**src/verilog/xbar_pkg.sv**
```systemverilog
`default_nettype none

package xbar_pkg;

	// crossbar sizes
	localparam int DATA_W    = 32;
	localparam int N_IN      = 16;
	localparam int N_OUT     = 8;
	localparam int N_HALF    = 2;
	localparam int HALF_IN   = N_IN / N_HALF;

	// pipeline depth
	localparam int TREE_LVLS = 3;                 // log2 of N_OUT
	localparam int HALF_LAT  = TREE_LVLS + 2;     // tree levels, tree out reg, select
	localparam int XBAR_LAT  = HALF_LAT + 1;      // plus merge

	typedef logic [DATA_W-1:0]          data_t;
	typedef logic [N_IN*DATA_W-1:0]     lanes_in_t;
	typedef logic [HALF_IN*DATA_W-1:0]  lanes_half_t;    // also the 8 output lanes
	typedef logic [N_IN-1:0]            vld_in_t;
	typedef logic [N_OUT-1:0]           vld8_t;

	// bit i*N_OUT+o routes input i to output o
	typedef logic [N_IN*N_OUT-1:0]      cmd_t;
	typedef logic [HALF_IN*N_OUT-1:0]   cmd_half_t;

endpackage

`default_nettype wire
```
**src/verilog/half_merge.sv**
```systemverilog
`timescale 1ns/1ns
`default_nettype none

// final stage, per output takes whichever half alone is valid
module half_merge (
	input  wire                           clk,
	input  wire                           i_arst_n,
	input  wire                           i_en,
	input  wire xbar_pkg::vld8_t          i_valid_lo,
	input  wire xbar_pkg::lanes_half_t    i_data_lo,
	input  wire xbar_pkg::vld8_t          i_valid_hi,
	input  wire xbar_pkg::lanes_half_t    i_data_hi,
	output xbar_pkg::vld8_t               o_valid,
	output xbar_pkg::lanes_half_t         o_data
);
	import xbar_pkg::*;

	always_ff @(posedge clk or negedge i_arst_n)
	begin
		if (!i_arst_n)
		begin
			o_valid <= '0;
			o_data  <= '0;
		end
		else if (i_en)
		begin
			for (int k = 0; k < N_OUT; k++)
			begin
				case ({i_valid_hi[k], i_valid_lo[k]})
					2'b01:
					begin
						o_valid[k]                 <= 1'b1;
						o_data[k*DATA_W +: DATA_W] <= i_data_lo[k*DATA_W +: DATA_W];
					end
					2'b10:
					begin
						o_valid[k]                 <= 1'b1;
						o_data[k*DATA_W +: DATA_W] <= i_data_hi[k*DATA_W +: DATA_W];
					end
					default:    // both halves or neither
					begin
						o_valid[k]                 <= 1'b0;
						o_data[k*DATA_W +: DATA_W] <= '0;
					end
				endcase
			end
		end
	end

endmodule

`default_nettype wire

```
**config.mk**
```make
export PLATFORM = sky130hd
export DESIGN_NAME = half_merge
export DESIGN_NICKNAME = d
export VERILOG_FILES = /design/src/verilog/xbar_pkg.sv /design/src/verilog/half_merge.sv
export SDC_FILE = /design/constraint.sdc
export NUM_CORES = 1
export LEC_CHECK = 0
export BUFFER_PORTS_ARGS = -buffer_cell sky130_fd_sc_hd__buf_2
export CORE_AREA = 2 2 309 311
export DETAILED_ROUTE_END_ITERATION = 12
export DIE_AREA = 0 0 311 313
export PLACE_DENSITY = 0.39
export SETUP_SLACK_MARGIN = 0.4
export SYNTH_ARGS = -nofsm -noshare
export SYNTH_HDL_FRONTEND = slang
export SYNTH_SLANG_ARGS = --single-unit
export TNS_END_PERCENT = 5
```
**constraint.sdc**
```tcl
create_clock -name clk -period 1.4 [get_ports clk]
set_clock_uncertainty 0.05 [all_clocks]
set_input_delay 0.07 -clock clk [delete_from_list [all_inputs] [get_ports clk]]
set_output_delay 0.07 -clock clk [all_outputs]
set_load 0.05 [all_outputs]
```
==> flow_summary.yaml <==
synth:
  synth_top_area_share_pct: 54.2
  synth.ff_latch_count: 264
  yosys-top-cells-area: "dfrtp_1, a22oi_1, o22ai_1"
  postSynthAreaPerCell_um2: 10.2
  yosys_warnings: 0
  synth_top_area_cell: "dfrtp_1"
  synth_fp_nets: 1745
  yosysMostFrequentCell: "inv_1"
  synth_edf_count: 0
  ys_top_cells_by_count: "inv_1, dfrtp_1, a22oi_1, o22ai_1, clkbuf_1"
  ys_seq_area_share_pct: 54.2
  synthFlopType: "dfrtp_1"
  syn_area_mm2: 0.0122
  synth_cell_types: 13
  syn_inst: 1198
  async_flop_share_pct: 100
grt:
  track_usage_pct: 12.4
  grt_pass1_wl_um: 94900
  gr-total-overflow: 0
  antenna_found_initial: 2
  grt_pass1_vias: 15972
  grt_max_degree: 52
sta:
  finalSetupViolCount: 0
  max_freq_ghz: 0.786
  relSlewSlack_pct: 68.6
  grt_setup_unrepaired: "true"
  fin_tns_setup_ns: 0
  worst_slew_pin_slew_ns: 0.471
  slew_violations: 0
  fin_hold_ws_ns: -0.0532
  hold_viol_final: 11
  period_share_pct: 90.8
  period_needed_ns: 1.27
routing:
  drt_first_pass_iters: 5
  vias: 14721
  drt_iter0_markers: 811
  drcViolationCount: 0
  ant_nets: 0
  viasPerCell: 3.88
  wl_um: 63100
  wl_per_cell_um: 16.6
worst_setup_path:
  r2r_start: "o_data[21]"
  reg2reg_to: "o_data[21]"
  cp-start-kind: "flip-flop"
  required_ns: 1.28
  startpoint: "o_data[244]"
  crit_fanout: 2
  r2r_cells: 3
  cp_cell_sequence: "buf_6"
  arrival_ns: 1.15
  path_buf_inv: 1
  crit_path_max_incr_delay_ns: 0.44
  timing_worst_setup_path_type: "flip-flop to output pin"
  cp_slowest_cell: "dfrtp_1"
  critPathTopFamily: "flip-flops"
  r2r_slack_ns: 0.58
  setup.worst_path.end_class: "output pin"
placement:
  gp_congestion: 0.786
  dpl.hpwl_um: 44100
  placed_area_mm2: 0.0180
  portBuffers: 794
clock_network:
  cts_sinks: 264
  numCtsBuffers: 35
  ctsRootBufferMaster: "clkbuf_16"
  htree_levels: 2
  cts_buffer_depth: 3
  ctsHoldBuffers: 519
  clkLatencyLatePin_ns: 0.53
  clkTransAtPathRegs_ns: 0.05
  cts_tree: "yes"
die:
  die-area_mm2: 0.0973
  row_count: 113
  io_pins: 795
  core_area_mm2: 0.0942
  die_h_um: 313
  chipWidth_um: 311
  start_util_pct: 13.0
pwr:
  power.leakage_nw: 11.6
  ir_drop_uv: 665
  power_density_mw_per_mm2: 995
cells_and_area:
  nets: 3057
  final_area_mm2: 0.0251
  syn2layout_area_growth_pct: 106
  drive_gt1_share_pct: 36.9
  nFillCells: 9970
run_status:
  violations: "negative hold slack"
  status: "finished, violations left"
run:
  cap_violations: 0
hold_path:
  hold_path.class: "input pin to async pin"
## area by class of cell
type                       instances  area [um^2]  area share [%]
tap                             1265         1580            6.31
antenna                            2         5.00          0.0199
inverter                         280         1050            4.19
multi-input combinational        544         3860            15.4
sequential                       264         6610            26.3
timing repair buffer            1385        10900            43.3
clock buffer                      45         1020            4.05
clock inverter                    13          120           0.478
## metal layers
metal | track usage [%] | share of wire, % | vias up
met5 | 0 | 0 | -
met4 | 7.91 | 6.5 | 0
met3 | 3.41 | 7.4 | 195
met2 | 21.1 | 48 | 716
met1 | 13.7 | 38 | 6869
li1 | - | - | 6941
## power by group
group	internal (mW)	switching, mW
Clock	5.45	3.59
Sequential	8.20	0.324
Combinational	3.09	4.31
## flip-flops by register name (all words and copies together), names as in the netlist
register / count
o_data: 256
o_valid: 8
## cells by family (layout without fill, tap and decap cells)
group	Yosys count	in the layout	synth area share, %
other	0	2	0
DFF	264	264	54.2
buffers and inverters	390	1723	14.3
AOI/OAI and AO/OA	520	520	29.4
adders and majority gates	16	16	1.64
and+or+nand+nor	8	8	0.554
## placed cells by master (no fill, tap or decap)
cell type and instances:
nand2b_2 7, clkbuf_4 108, clkinvlp_4 2, buf_4 160
ha_2 2, nand2b_4 1, clkbuf_16 37, ha_1 14
a22oi_1 256, clkinv_2 9, inv_1 280, dlymetal6s4s_1 1
o21ai_0 8, clkbuf_8 6, o22ai_2 3, o22ai_1 253
buf_8 2, diode_2 2, bufinv_16 2, dlygate4sd3_1 518
buf_6 25, dfrtp_1 264, clkbuf_1 2, buf_12 32
buf_2 539
## metrics by stage
stage	total power [mW]	hold WS (ns)	std cells	utilization (%)	setup WS, ns
6_report	25.0	-0.0532	3798	26.7	0.128
5_1_grt	26.2	-0.0709	3797	26.7	0.0771
4_1_cts	25.2	-0.104	3794	26.2	0.0710
3_5_place_dp	14.5	-0.115	3216	19.1	0.0127
3_3_place_gp	14.5	-0.115	3216	19.1	0.0489
2_1_floorplan	12.1	-0.276	1198	-	0.389
## worst reg2reg max path, delay by kind of cell (launching register included)
kind	cells	cell delay, ns
buffers and inverters	2	0.18
flip-flops	1	0.39
AO/OA/AOI/OAI	1	0.06
## repair_timing
action / 4_1_cts / 5_1_grt
buffers inserted: 1 / 2
hold endpoints to repair: 520 / 11
setup endpoints to repair: 264 / 415
gates resized for setup: 120 / 197
## worst max-delay path by stage
stage                     cells past startpoint           to  slack (ns)
after global routing                          1   o_data[17]        0.08
final                                         1  o_data[244]        0.13
after global placement                        6  o_data[251]        0.05
after CTS                                     1    o_data[7]        0.07
after floorplan                               6  o_data[119]        0.39
after detailed placement                      6  o_data[252]        0.01
Note: power is estimated with default switching activity, not from simulation.
