==> src/verilog/xbar_pkg.sv <==
`default_nettype none

package xbar_pkg;

	// crossbar sizes
	localparam int DATA_W    = 32;
	localparam int N_IN      = 16;
	localparam int N_OUT     = 8;
	localparam int N_HALF    = 2;
	localparam int HALF_IN   = N_IN / N_HALF;

	// pipeline depth
	localparam int TREE_LVLS = 3;                 // log2 of N_OUT
	localparam int HALF_LAT  = TREE_LVLS + 2;     // tree levels, tree out reg, select
	localparam int XBAR_LAT  = HALF_LAT + 1;      // plus merge

	typedef logic [DATA_W-1:0]          data_t;
	typedef logic [N_IN*DATA_W-1:0]     lanes_in_t;
	typedef logic [HALF_IN*DATA_W-1:0]  lanes_half_t;    // also the 8 output lanes
	typedef logic [N_IN-1:0]            vld_in_t;
	typedef logic [N_OUT-1:0]           vld8_t;

	// bit i*N_OUT+o routes input i to output o
	typedef logic [N_IN*N_OUT-1:0]      cmd_t;
	typedef logic [HALF_IN*N_OUT-1:0]   cmd_half_t;

endpackage

`default_nettype wire
==> src/verilog/xbar_half.sv <==
`timescale 1ns/1ns
`default_nettype none

// 8x8 switch: fanout trees per input, one select per output column
module xbar_half (
	input  wire                           clk,
	input  wire                           i_arst_n,
	input  wire                           i_en,
	input  wire xbar_pkg::vld8_t          i_valid,
	input  wire xbar_pkg::lanes_half_t    i_data,
	input  wire xbar_pkg::cmd_half_t      i_cmd,
	output xbar_pkg::vld8_t               o_valid,
	output xbar_pkg::lanes_half_t         o_data
);
	import xbar_pkg::*;

	// tree outputs, indexed by input then column
	vld8_t        tr_valid [HALF_IN];
	lanes_half_t  tr_data  [HALF_IN];
	vld8_t        tr_cmd   [HALF_IN];

	// regrouped per column, indexed by source input
	vld8_t        col_valid [N_OUT];
	lanes_half_t  col_data  [N_OUT];
	vld8_t        col_sel   [N_OUT];

	for (genvar i = 0; i < HALF_IN; i++)
	begin : g_in
		bcast_tree u_bcast (
			.clk      (clk),
			.i_arst_n (i_arst_n),
			.i_en     (i_en),
			.i_valid  (i_valid[i]),
			.i_data   (i_data[i*DATA_W +: DATA_W]),
			.o_valid  (tr_valid[i]),
			.o_data   (tr_data[i])
		);

		cmd_tree u_cmd (
			.clk      (clk),
			.i_arst_n (i_arst_n),
			.i_en     (i_en),
			.i_cmd    (i_cmd[i*N_OUT +: N_OUT]),    // row of input i
			.o_cmd    (tr_cmd[i])
		);
	end

	// transpose input-major to column-major
	for (genvar o = 0; o < N_OUT; o++)
	begin : g_col
		for (genvar i = 0; i < HALF_IN; i++)
		begin : g_src
			assign col_valid[o][i]                = tr_valid[i][o];
			assign col_sel[o][i]                  = tr_cmd[i][o];
			assign col_data[o][i*DATA_W +: DATA_W] = tr_data[i][o*DATA_W +: DATA_W];
		end

		col_mux u_mux (
			.clk      (clk),
			.i_arst_n (i_arst_n),
			.i_en     (i_en),
			.i_valid  (col_valid[o]),
			.i_data   (col_data[o]),
			.i_sel    (col_sel[o]),
			.o_valid  (o_valid[o]),
			.o_data   (o_data[o*DATA_W +: DATA_W])
		);
	end

endmodule

`default_nettype wire

==> src/verilog/col_mux.sv <==
`timescale 1ns/1ns
`default_nettype none

// one output column of a half: picks the lane named by a one-hot select
module col_mux (
	input  wire                           clk,
	input  wire                           i_arst_n,
	input  wire                           i_en,
	input  wire xbar_pkg::vld8_t          i_valid,
	input  wire xbar_pkg::lanes_half_t    i_data,
	input  wire xbar_pkg::vld8_t          i_sel,
	output logic                          o_valid,
	output xbar_pkg::data_t               o_data
);
	import xbar_pkg::*;

	logic   one_hot;
	logic   hit;
	data_t  pick;

	// and-or select, only meaningful when i_sel is one-hot
	always_comb
	begin
		pick = '0;
		for (int k = 0; k < HALF_IN; k++)
		begin
			if (i_sel[k])
			begin
				pick = pick | i_data[k*DATA_W +: DATA_W];
			end
		end
	end

	assign one_hot = (i_sel != '0) && ((i_sel & (i_sel - 1'b1)) == '0);
	assign hit     = one_hot && ((i_sel & i_valid) != '0);    // chosen source is valid

	always_ff @(posedge clk or negedge i_arst_n)
	begin
		if (!i_arst_n)
		begin
			o_valid <= 1'b0;
			o_data  <= '0;
		end
		else if (i_en)
		begin
			o_valid <= hit;
			o_data  <= hit ? pick : '0;    // conflicts and empty selects give zero
		end
	end

endmodule

`default_nettype wire

==> src/verilog/cmd_tree.sv <==
`timescale 1ns/1ns
`default_nettype none

// splits one input's command row down to one bit per output column,
// same depth as bcast_tree so command lines up with the lane it steers
module cmd_tree (
	input  wire                        clk,
	input  wire                        i_arst_n,
	input  wire                        i_en,
	input  wire [xbar_pkg::N_OUT-1:0]  i_cmd,
	output xbar_pkg::vld8_t            o_cmd
);
	import xbar_pkg::*;

	// level l has 2**l branches of N_OUT>>l bits each
	for (genvar l = 0; l < TREE_LVLS; l++)
	begin : g_lvl
		logic [(1<<l)-1:0][(N_OUT>>l)-1:0] br;

		if (l == 0)
		begin : g_root
			always_ff @(posedge clk or negedge i_arst_n)
			begin
				if (!i_arst_n)
					br <= '0;
				else if (i_en)
					br[0] <= i_cmd;
			end
		end
		else
		begin : g_node
			always_ff @(posedge clk or negedge i_arst_n)
			begin
				if (!i_arst_n)
				begin
					br <= '0;
				end
				else if (i_en)
				begin
					// even child takes the low half of its parent, odd the high half
					for (int j = 0; j < (1 << l); j++)
					begin
						br[j] <= g_lvl[l-1].br[j/2][(j%2)*(N_OUT>>l) +: (N_OUT>>l)];
					end
				end
			end
		end
	end

	// leaf registers, one column bit each
	always_ff @(posedge clk or negedge i_arst_n)
	begin
		if (!i_arst_n)
		begin
			o_cmd <= '0;
		end
		else if (i_en)
		begin
			for (int k = 0; k < N_OUT; k++)
			begin
				o_cmd[k] <= g_lvl[TREE_LVLS-1].br[k/2][k%2];
			end
		end
	end

endmodule

`default_nettype wire

==> src/verilog/bcast_tree.sv <==
`timescale 1ns/1ns
`default_nettype none

// copies one lane and its valid bit out to every output column
module bcast_tree (
	input  wire                    clk,
	input  wire                    i_arst_n,
	input  wire                    i_en,
	input  wire                    i_valid,
	input  wire xbar_pkg::data_t   i_data,
	output xbar_pkg::vld8_t        o_valid,
	output xbar_pkg::lanes_half_t  o_data
);
	import xbar_pkg::*;

	// level l holds 2**l copies
	for (genvar l = 0; l < TREE_LVLS; l++)
	begin : g_lvl
		logic [(1<<l)-1:0]   vld;
		data_t [(1<<l)-1:0]  dat;

		if (l == 0)
		begin : g_root
			always_ff @(posedge clk or negedge i_arst_n)
			begin
				if (!i_arst_n)
				begin
					vld <= '0;
					dat <= '0;
				end
				else if (i_en)
				begin
					vld[0] <= i_valid;
					dat[0] <= i_data;
				end
			end
		end
		else
		begin : g_node
			always_ff @(posedge clk or negedge i_arst_n)
			begin
				if (!i_arst_n)
				begin
					vld <= '0;
					dat <= '0;
				end
				else if (i_en)
				begin
					for (int j = 0; j < (1 << l); j++)
					begin
						vld[j] <= g_lvl[l-1].vld[j/2];    // both children from one parent
						dat[j] <= g_lvl[l-1].dat[j/2];
					end
				end
			end
		end
	end

	// final doubling into the output register
	always_ff @(posedge clk or negedge i_arst_n)
	begin
		if (!i_arst_n)
		begin
			o_valid <= '0;
			o_data  <= '0;
		end
		else if (i_en)
		begin
			for (int k = 0; k < N_OUT; k++)
			begin
				o_valid[k]                 <= g_lvl[TREE_LVLS-1].vld[k/2];
				o_data[k*DATA_W +: DATA_W] <= g_lvl[TREE_LVLS-1].dat[k/2];
			end
		end
	end

endmodule

`default_nettype wire

==> config.mk <==
export PLATFORM = sky130hd
export DESIGN_NAME = xbar_half
export DESIGN_NICKNAME = d
export VERILOG_FILES = /design/src/verilog/xbar_pkg.sv /design/src/verilog/xbar_half.sv /design/src/verilog/col_mux.sv /design/src/verilog/cmd_tree.sv /design/src/verilog/bcast_tree.sv
export SDC_FILE = /design/constraint.sdc
export NUM_CORES = 2
export LEC_CHECK = 0
export CAP_MARGIN = 30
export CORE_ASPECT_RATIO = 0.6
export CORE_MARGIN = 5
export CORE_UTILIZATION = 46
export CTS_BUF_LIST = sky130_fd_sc_hd__clkbuf_2
export CTS_CLUSTER_DIAMETER = 50
export CTS_CLUSTER_SIZE = 24
export DETAILED_ROUTE_END_ITERATION = 8
export DONT_BUFFER_PORTS = 1
export SLEW_MARGIN = 20
export SYNTH_ARGS = -nofsm -noshare
export SYNTH_HDL_FRONTEND = slang
export SYNTH_SLANG_ARGS = --single-unit
==> constraint.sdc <==
create_clock -name clk -period 2.5 [get_ports clk]
set_input_delay 0.5 -clock clk [delete_from_list [all_inputs] [get_ports clk]]
set_output_delay 0.5 -clock clk [all_outputs]
set_load 0.03 [all_outputs]
==> reports/metrics.cfg, run 1 <==
[synthesis]
syn_area_mm2=0.0720
synthesis.area_per_instance_um2=12.7
ys.warnings.count=0
yosys-top-cells-area=dfrtp_1, mux2_2, a22oi_1
ys_ff_latch=1576
synth.distinct_cells=42
synthCells=5665
async_reset_ff_share_pct=100
synth_largest_area_cell=dfrtp_1
synth_nets=5996
synth_edf_count=0
ys_seq_area_share_pct=54.8
dominantRegCellSynth=dfrtp_1
yosysTopAreaCellShare_pct=54.8

[die]
core.rowCount=112
pin_count=595
die_w_um=521
die_h_um=316
start_util_pct=46.3

[clock_network]
post_cts_buffers=0
clockBufferDepth=3
post_cts_resized=264
ctsHoldBuffers=1484
numClockSinks=1576
cts_buffers=100
htreeDepth=3
cts.root.buffer_cell=clkbuf_2

[placement]
numPlacedInstances=7230
gp_congestion=1.07
post-dp-hpwl_mm=235
port_buffers=0

[status]
stop_stage=4_1_cts
status=did not finish
error=[ERROR RSZ-0060] Max buffer count reached.

[stage by stage]
stage	instance area (um2)	setup slack (ns)
after floorplan	72000	0.492
after global placement	74300	-2.79
after detailed placement	74500	-2.49
[Yosys cell counts, types with 2 or more instances]
master and number:
a211oi_4 4, o31a_1 5, a22oi_1 1056, o22ai_4 4
o2bb2ai_1 139, buf_1 247, o2bb2ai_2 58, o31ai_1 2
a2111oi_0 5, maj3_1 8, buf_4 13, a2111o_1 2
o21ai_0 2, dfrtp_1 1576, o41ai_1 2, nand3_1 161
or4_1 4, nor4_4 2, buf_6 17, nor3_1 7
mux2_2 1312, inv_1 66, nand2_1 72, and4_1 2
xnor2_1 7, nor4_2 3, nand4_1 296, or4_4 6
clkbuf_1 455, o32ai_1 64, nor2_1 7, buf_2 47
and2_1 4, o21ai_2 2
[kinds of logic after synthesis]
| family | Yosys count | synth area share [%] |
|---|---|---|
| flops | 1576 | 54.8 |
| mux | 1312 | 20.5 |
| simple gates | 566 | 4.48 |
| buf+inv | 846 | 4.74 |
| fa+ha+maj | 8 | 0.111 |
| xor+xnor | 7 | 0.0852 |
| compound gates | 1350 | 15.2 |
==> run 2: changes to the inputs <==
- CORE_ASPECT_RATIO: 0.6 -> default
- CORE_UTILIZATION: 46 -> 31
- CTS_BUF_LIST: sky130_fd_sc_hd__clkbuf_2 -> default
- CTS_CLUSTER_DIAMETER: 50 -> default
- CTS_CLUSTER_SIZE: 24 -> default
- PLACE_DENSITY_LB_ADDON: default -> 0.15
==> run 2 against run 1 <==
Net effect: synthesized cell count unchanged; the flow now finishes, with violations (hold timing); synthesized area is the same.
==> reports/metrics.cfg, run 2 <==
[job]
drv_cap=0

[min_path]
hold_path.class=in2async

[synthesis]
synthCells=5665
ys.warnings.count=0
ys_ff_latch=1576
yosys-top-cells-area=dfrtp_1, mux2_2, a22oi_1
ys_top_cells_by_count=dfrtp_1, mux2_2, a22oi_1
yosysTopAreaCellShare_pct=54.8
syn_area_mm2=0.0720
synth_top_family_by_area=multiplexers
async_reset_ff_share_pct=100
synth_largest_area_cell=dfrtp_1
synth_edf_count=0
dominantRegCellSynth=dfrtp_1
synth.area.mux_share_pct=20.5
synthAdderAreaFrac_pct=0.111
synthesis.area_per_instance_um2=12.7
synth-compound-area-share_pct=15.2
synth.distinct_cells=42
ys_seq_area_share_pct=54.8
yosys.area_share.simple_pct=4.48
synth_nets=5996
synth.most_common_cell=dfrtp_1
synth-xor-area-share_pct=0.0852

[finish]
fin_cells=9053
final_common_cell=dfrtp_1
largest_register_ffs=768
top_regs=g_in.u_bcast.g_lvl.dat x768, g_col.u_mux.o_data x256, g_in.u_bcast.o_data x256
drive_gt1_share_pct=33.9
largest_register=g_in.u_bcast.g_lvl.dat
final_util_pct=38.0
nFillCells=22000
syn2layout_area_growth_pct=21.8
most-common-layout-cells=dfrtp_1, mux2_2, a22oi_1, dlygate4sd3_1, nand4_1
nets=6190

[timing]
final-max-slew-violation-count=0
max_freq_ghz=0.419
max_slew_margin_pct=19.6
rsz0062_at_grt=false
finalHoldViolations=126
fin_skew_ns=0.0434
finalSetupViolCount=0
worst_pin_slew_ns=1.21
hold_slack_ns=-0.622
period_share_pct=95.6
post-route-min-period_ns=2.39

[route]
drtIter0Drc=7676
drtPass1Iterations=9
drc=0
dr_wl_met2_mm=144
antenna_left=0
viasPerCell=6.17
wl_met3_mm=43.8
drt-wirelength-per-cell_um=40.4
num_vias=55800
routed_wl_mm=366
top_layer=met5
wl_met1_mm=151

[critical_path]
regToRegSetupSlack_ns=0.11
r2r_end=g_col[2].u_mux.o_data[20]
crit_path_start_kind=flip-flop
r2r-start=g_in[3].u_bcast.o_data[244]
endpoint_kind=flip-flop
critPathLaunch=g_in[3].u_bcast.o_data[244]
crit_fanout=9
crit_required_ns=3.23
path_class=reg2reg
rr_worst_depth=5
crit_arrival_ns=3.12

[pwr]
leakagePower_nw=35.5
power_density_mw_per_mm2=1060
vdd_drop_max_mv=0.569

[placement]
numPlacedInstances=8227
gp_congestion=1.04
post-dp-hpwl_mm=250
port_buffers=0

[clock_network]
numClockSinks=1576
cts_tree=yes
ctsHoldBuffers=454
clockBufferDepth=3
htreeDepth=4
cts_buffers=176
post_cts_buffers=0
post_cts_resized=0
clock_latency_ns=0.86
cts.clk_slew.worst_paths_ns=0.06
cts.root.buffer_cell=clkbuf_16

[grt]
grt_pass1_vias=55400
grt_antenna_before_repair=28
grt_pass1_wl_mm=496
grt_max_degree=213
grt_usage_pct=29.3
overflow=0

[die]
dieArea_mm2=0.242
start_util_pct=31.2
die_w_um=492
die_h_um=492
core.rowCount=176
pin_count=595
core_mm2=0.231

[status]
failed_checks=hold timing
status=finished, violations left

## run 2: cell counts after synthesis
No cell type changed its count.
## run 2: through the flow
step | setup WS [ns] | power [mW] | instance area (um2) | setup TNS (ns)
after floorplan | 0.492 | 47.6 | 72000 | 0
after global placement | -2.08 | 63.1 | 75900 | -2578.95
after detailed placement | -2.14 | 63.4 | 76200 | -2414.62
after CTS | 0.0580 | 91.5 | 87300 | 0
after global routing | 0.0209 | 95.1 | 87600 | 0
final | 0.111 | 92.9 | 87700 | 0
## run 2: final cells by class
| class | count | area (um2) | share of cell area, % |
|---|---|---|---|
| flip-flops and latches | 1576 | 39400 | 45.0 |
| multi-input cells | 3243 | 29100 | 33.2 |
| repair buffers | 795 | 8900 | 10.2 |
| clock buffers | 263 | 5210 | 5.94 |
| well taps | 3026 | 3790 | 4.32 |
| clock inverters | 61 | 856 | 0.976 |
| inverters | 67 | 259 | 0.295 |
| diodes | 22 | 55.1 | 0.0628 |
## run 2: worst max-delay path by stage
stage / endpoint / slack (ns)
after floorplan: g_col[3].u_mux.o_data[10] / 0.49
after global placement: g_col[5].u_mux.o_data[6] / -2.08
after detailed placement: g_in[1].u_bcast.g_lvl[1].dat[26] / -2.14
after CTS: g_in[6].u_cmd.g_lvl[2].br[2] / 0.06
after global routing: g_in[7].u_bcast.g_lvl[2].dat[14] / 0.02
final: g_col[2].u_mux.o_data[20] / 0.11
## run 2: cells by family (layout without fill, tap and decap cells)
logic type,after synthesis,after routing
AND/OR/NAND/NOR,566,566
AO/OA/AOI/OAI,1350,1350
flip-flops,1576,1576
adder cells (fa/ha/maj),8,8
other,0,22
buffers and inverters,846,1186
XOR/XNOR,7,7
multiplexers,1312,1312
## run 2: report_power, final
part / internal, mW / leakage, nW / switching [mW] / total, mW
Combinational: 10.2 / 13.5 / 15.0 / 25.2
Clock: 15.6 / 2.97 / 11.3 / 26.9
Sequential: 29.5 / 19.1 / 11.4 / 40.9
Total: 55.2 / 35.5 / 37.7 / 92.9
## run 2: repair_timing
action	CTS	global route
setup endpoints to repair	1165	296
pin swaps	0	0
cloned	12	3
endpoints found under the hold margin	649	126
## run 2: metal layers
layer	up-vias	GRT usage, %
li1	22000	-
met1	28900	38.3
met2	3777	39.1
met3	1136	13.3
met4	4	17.5
met5	-	0.0198
## run 2: worst max-delay path, cell delays in order (launching register included)
cell     delay [ns]
dfrtp_1        1.13
a22oi_1        0.22
nand4_1        0.42
buf_4          0.22
nand2_1        0.06
o32ai_1        0.21
(Power assumes the default switching activity.)
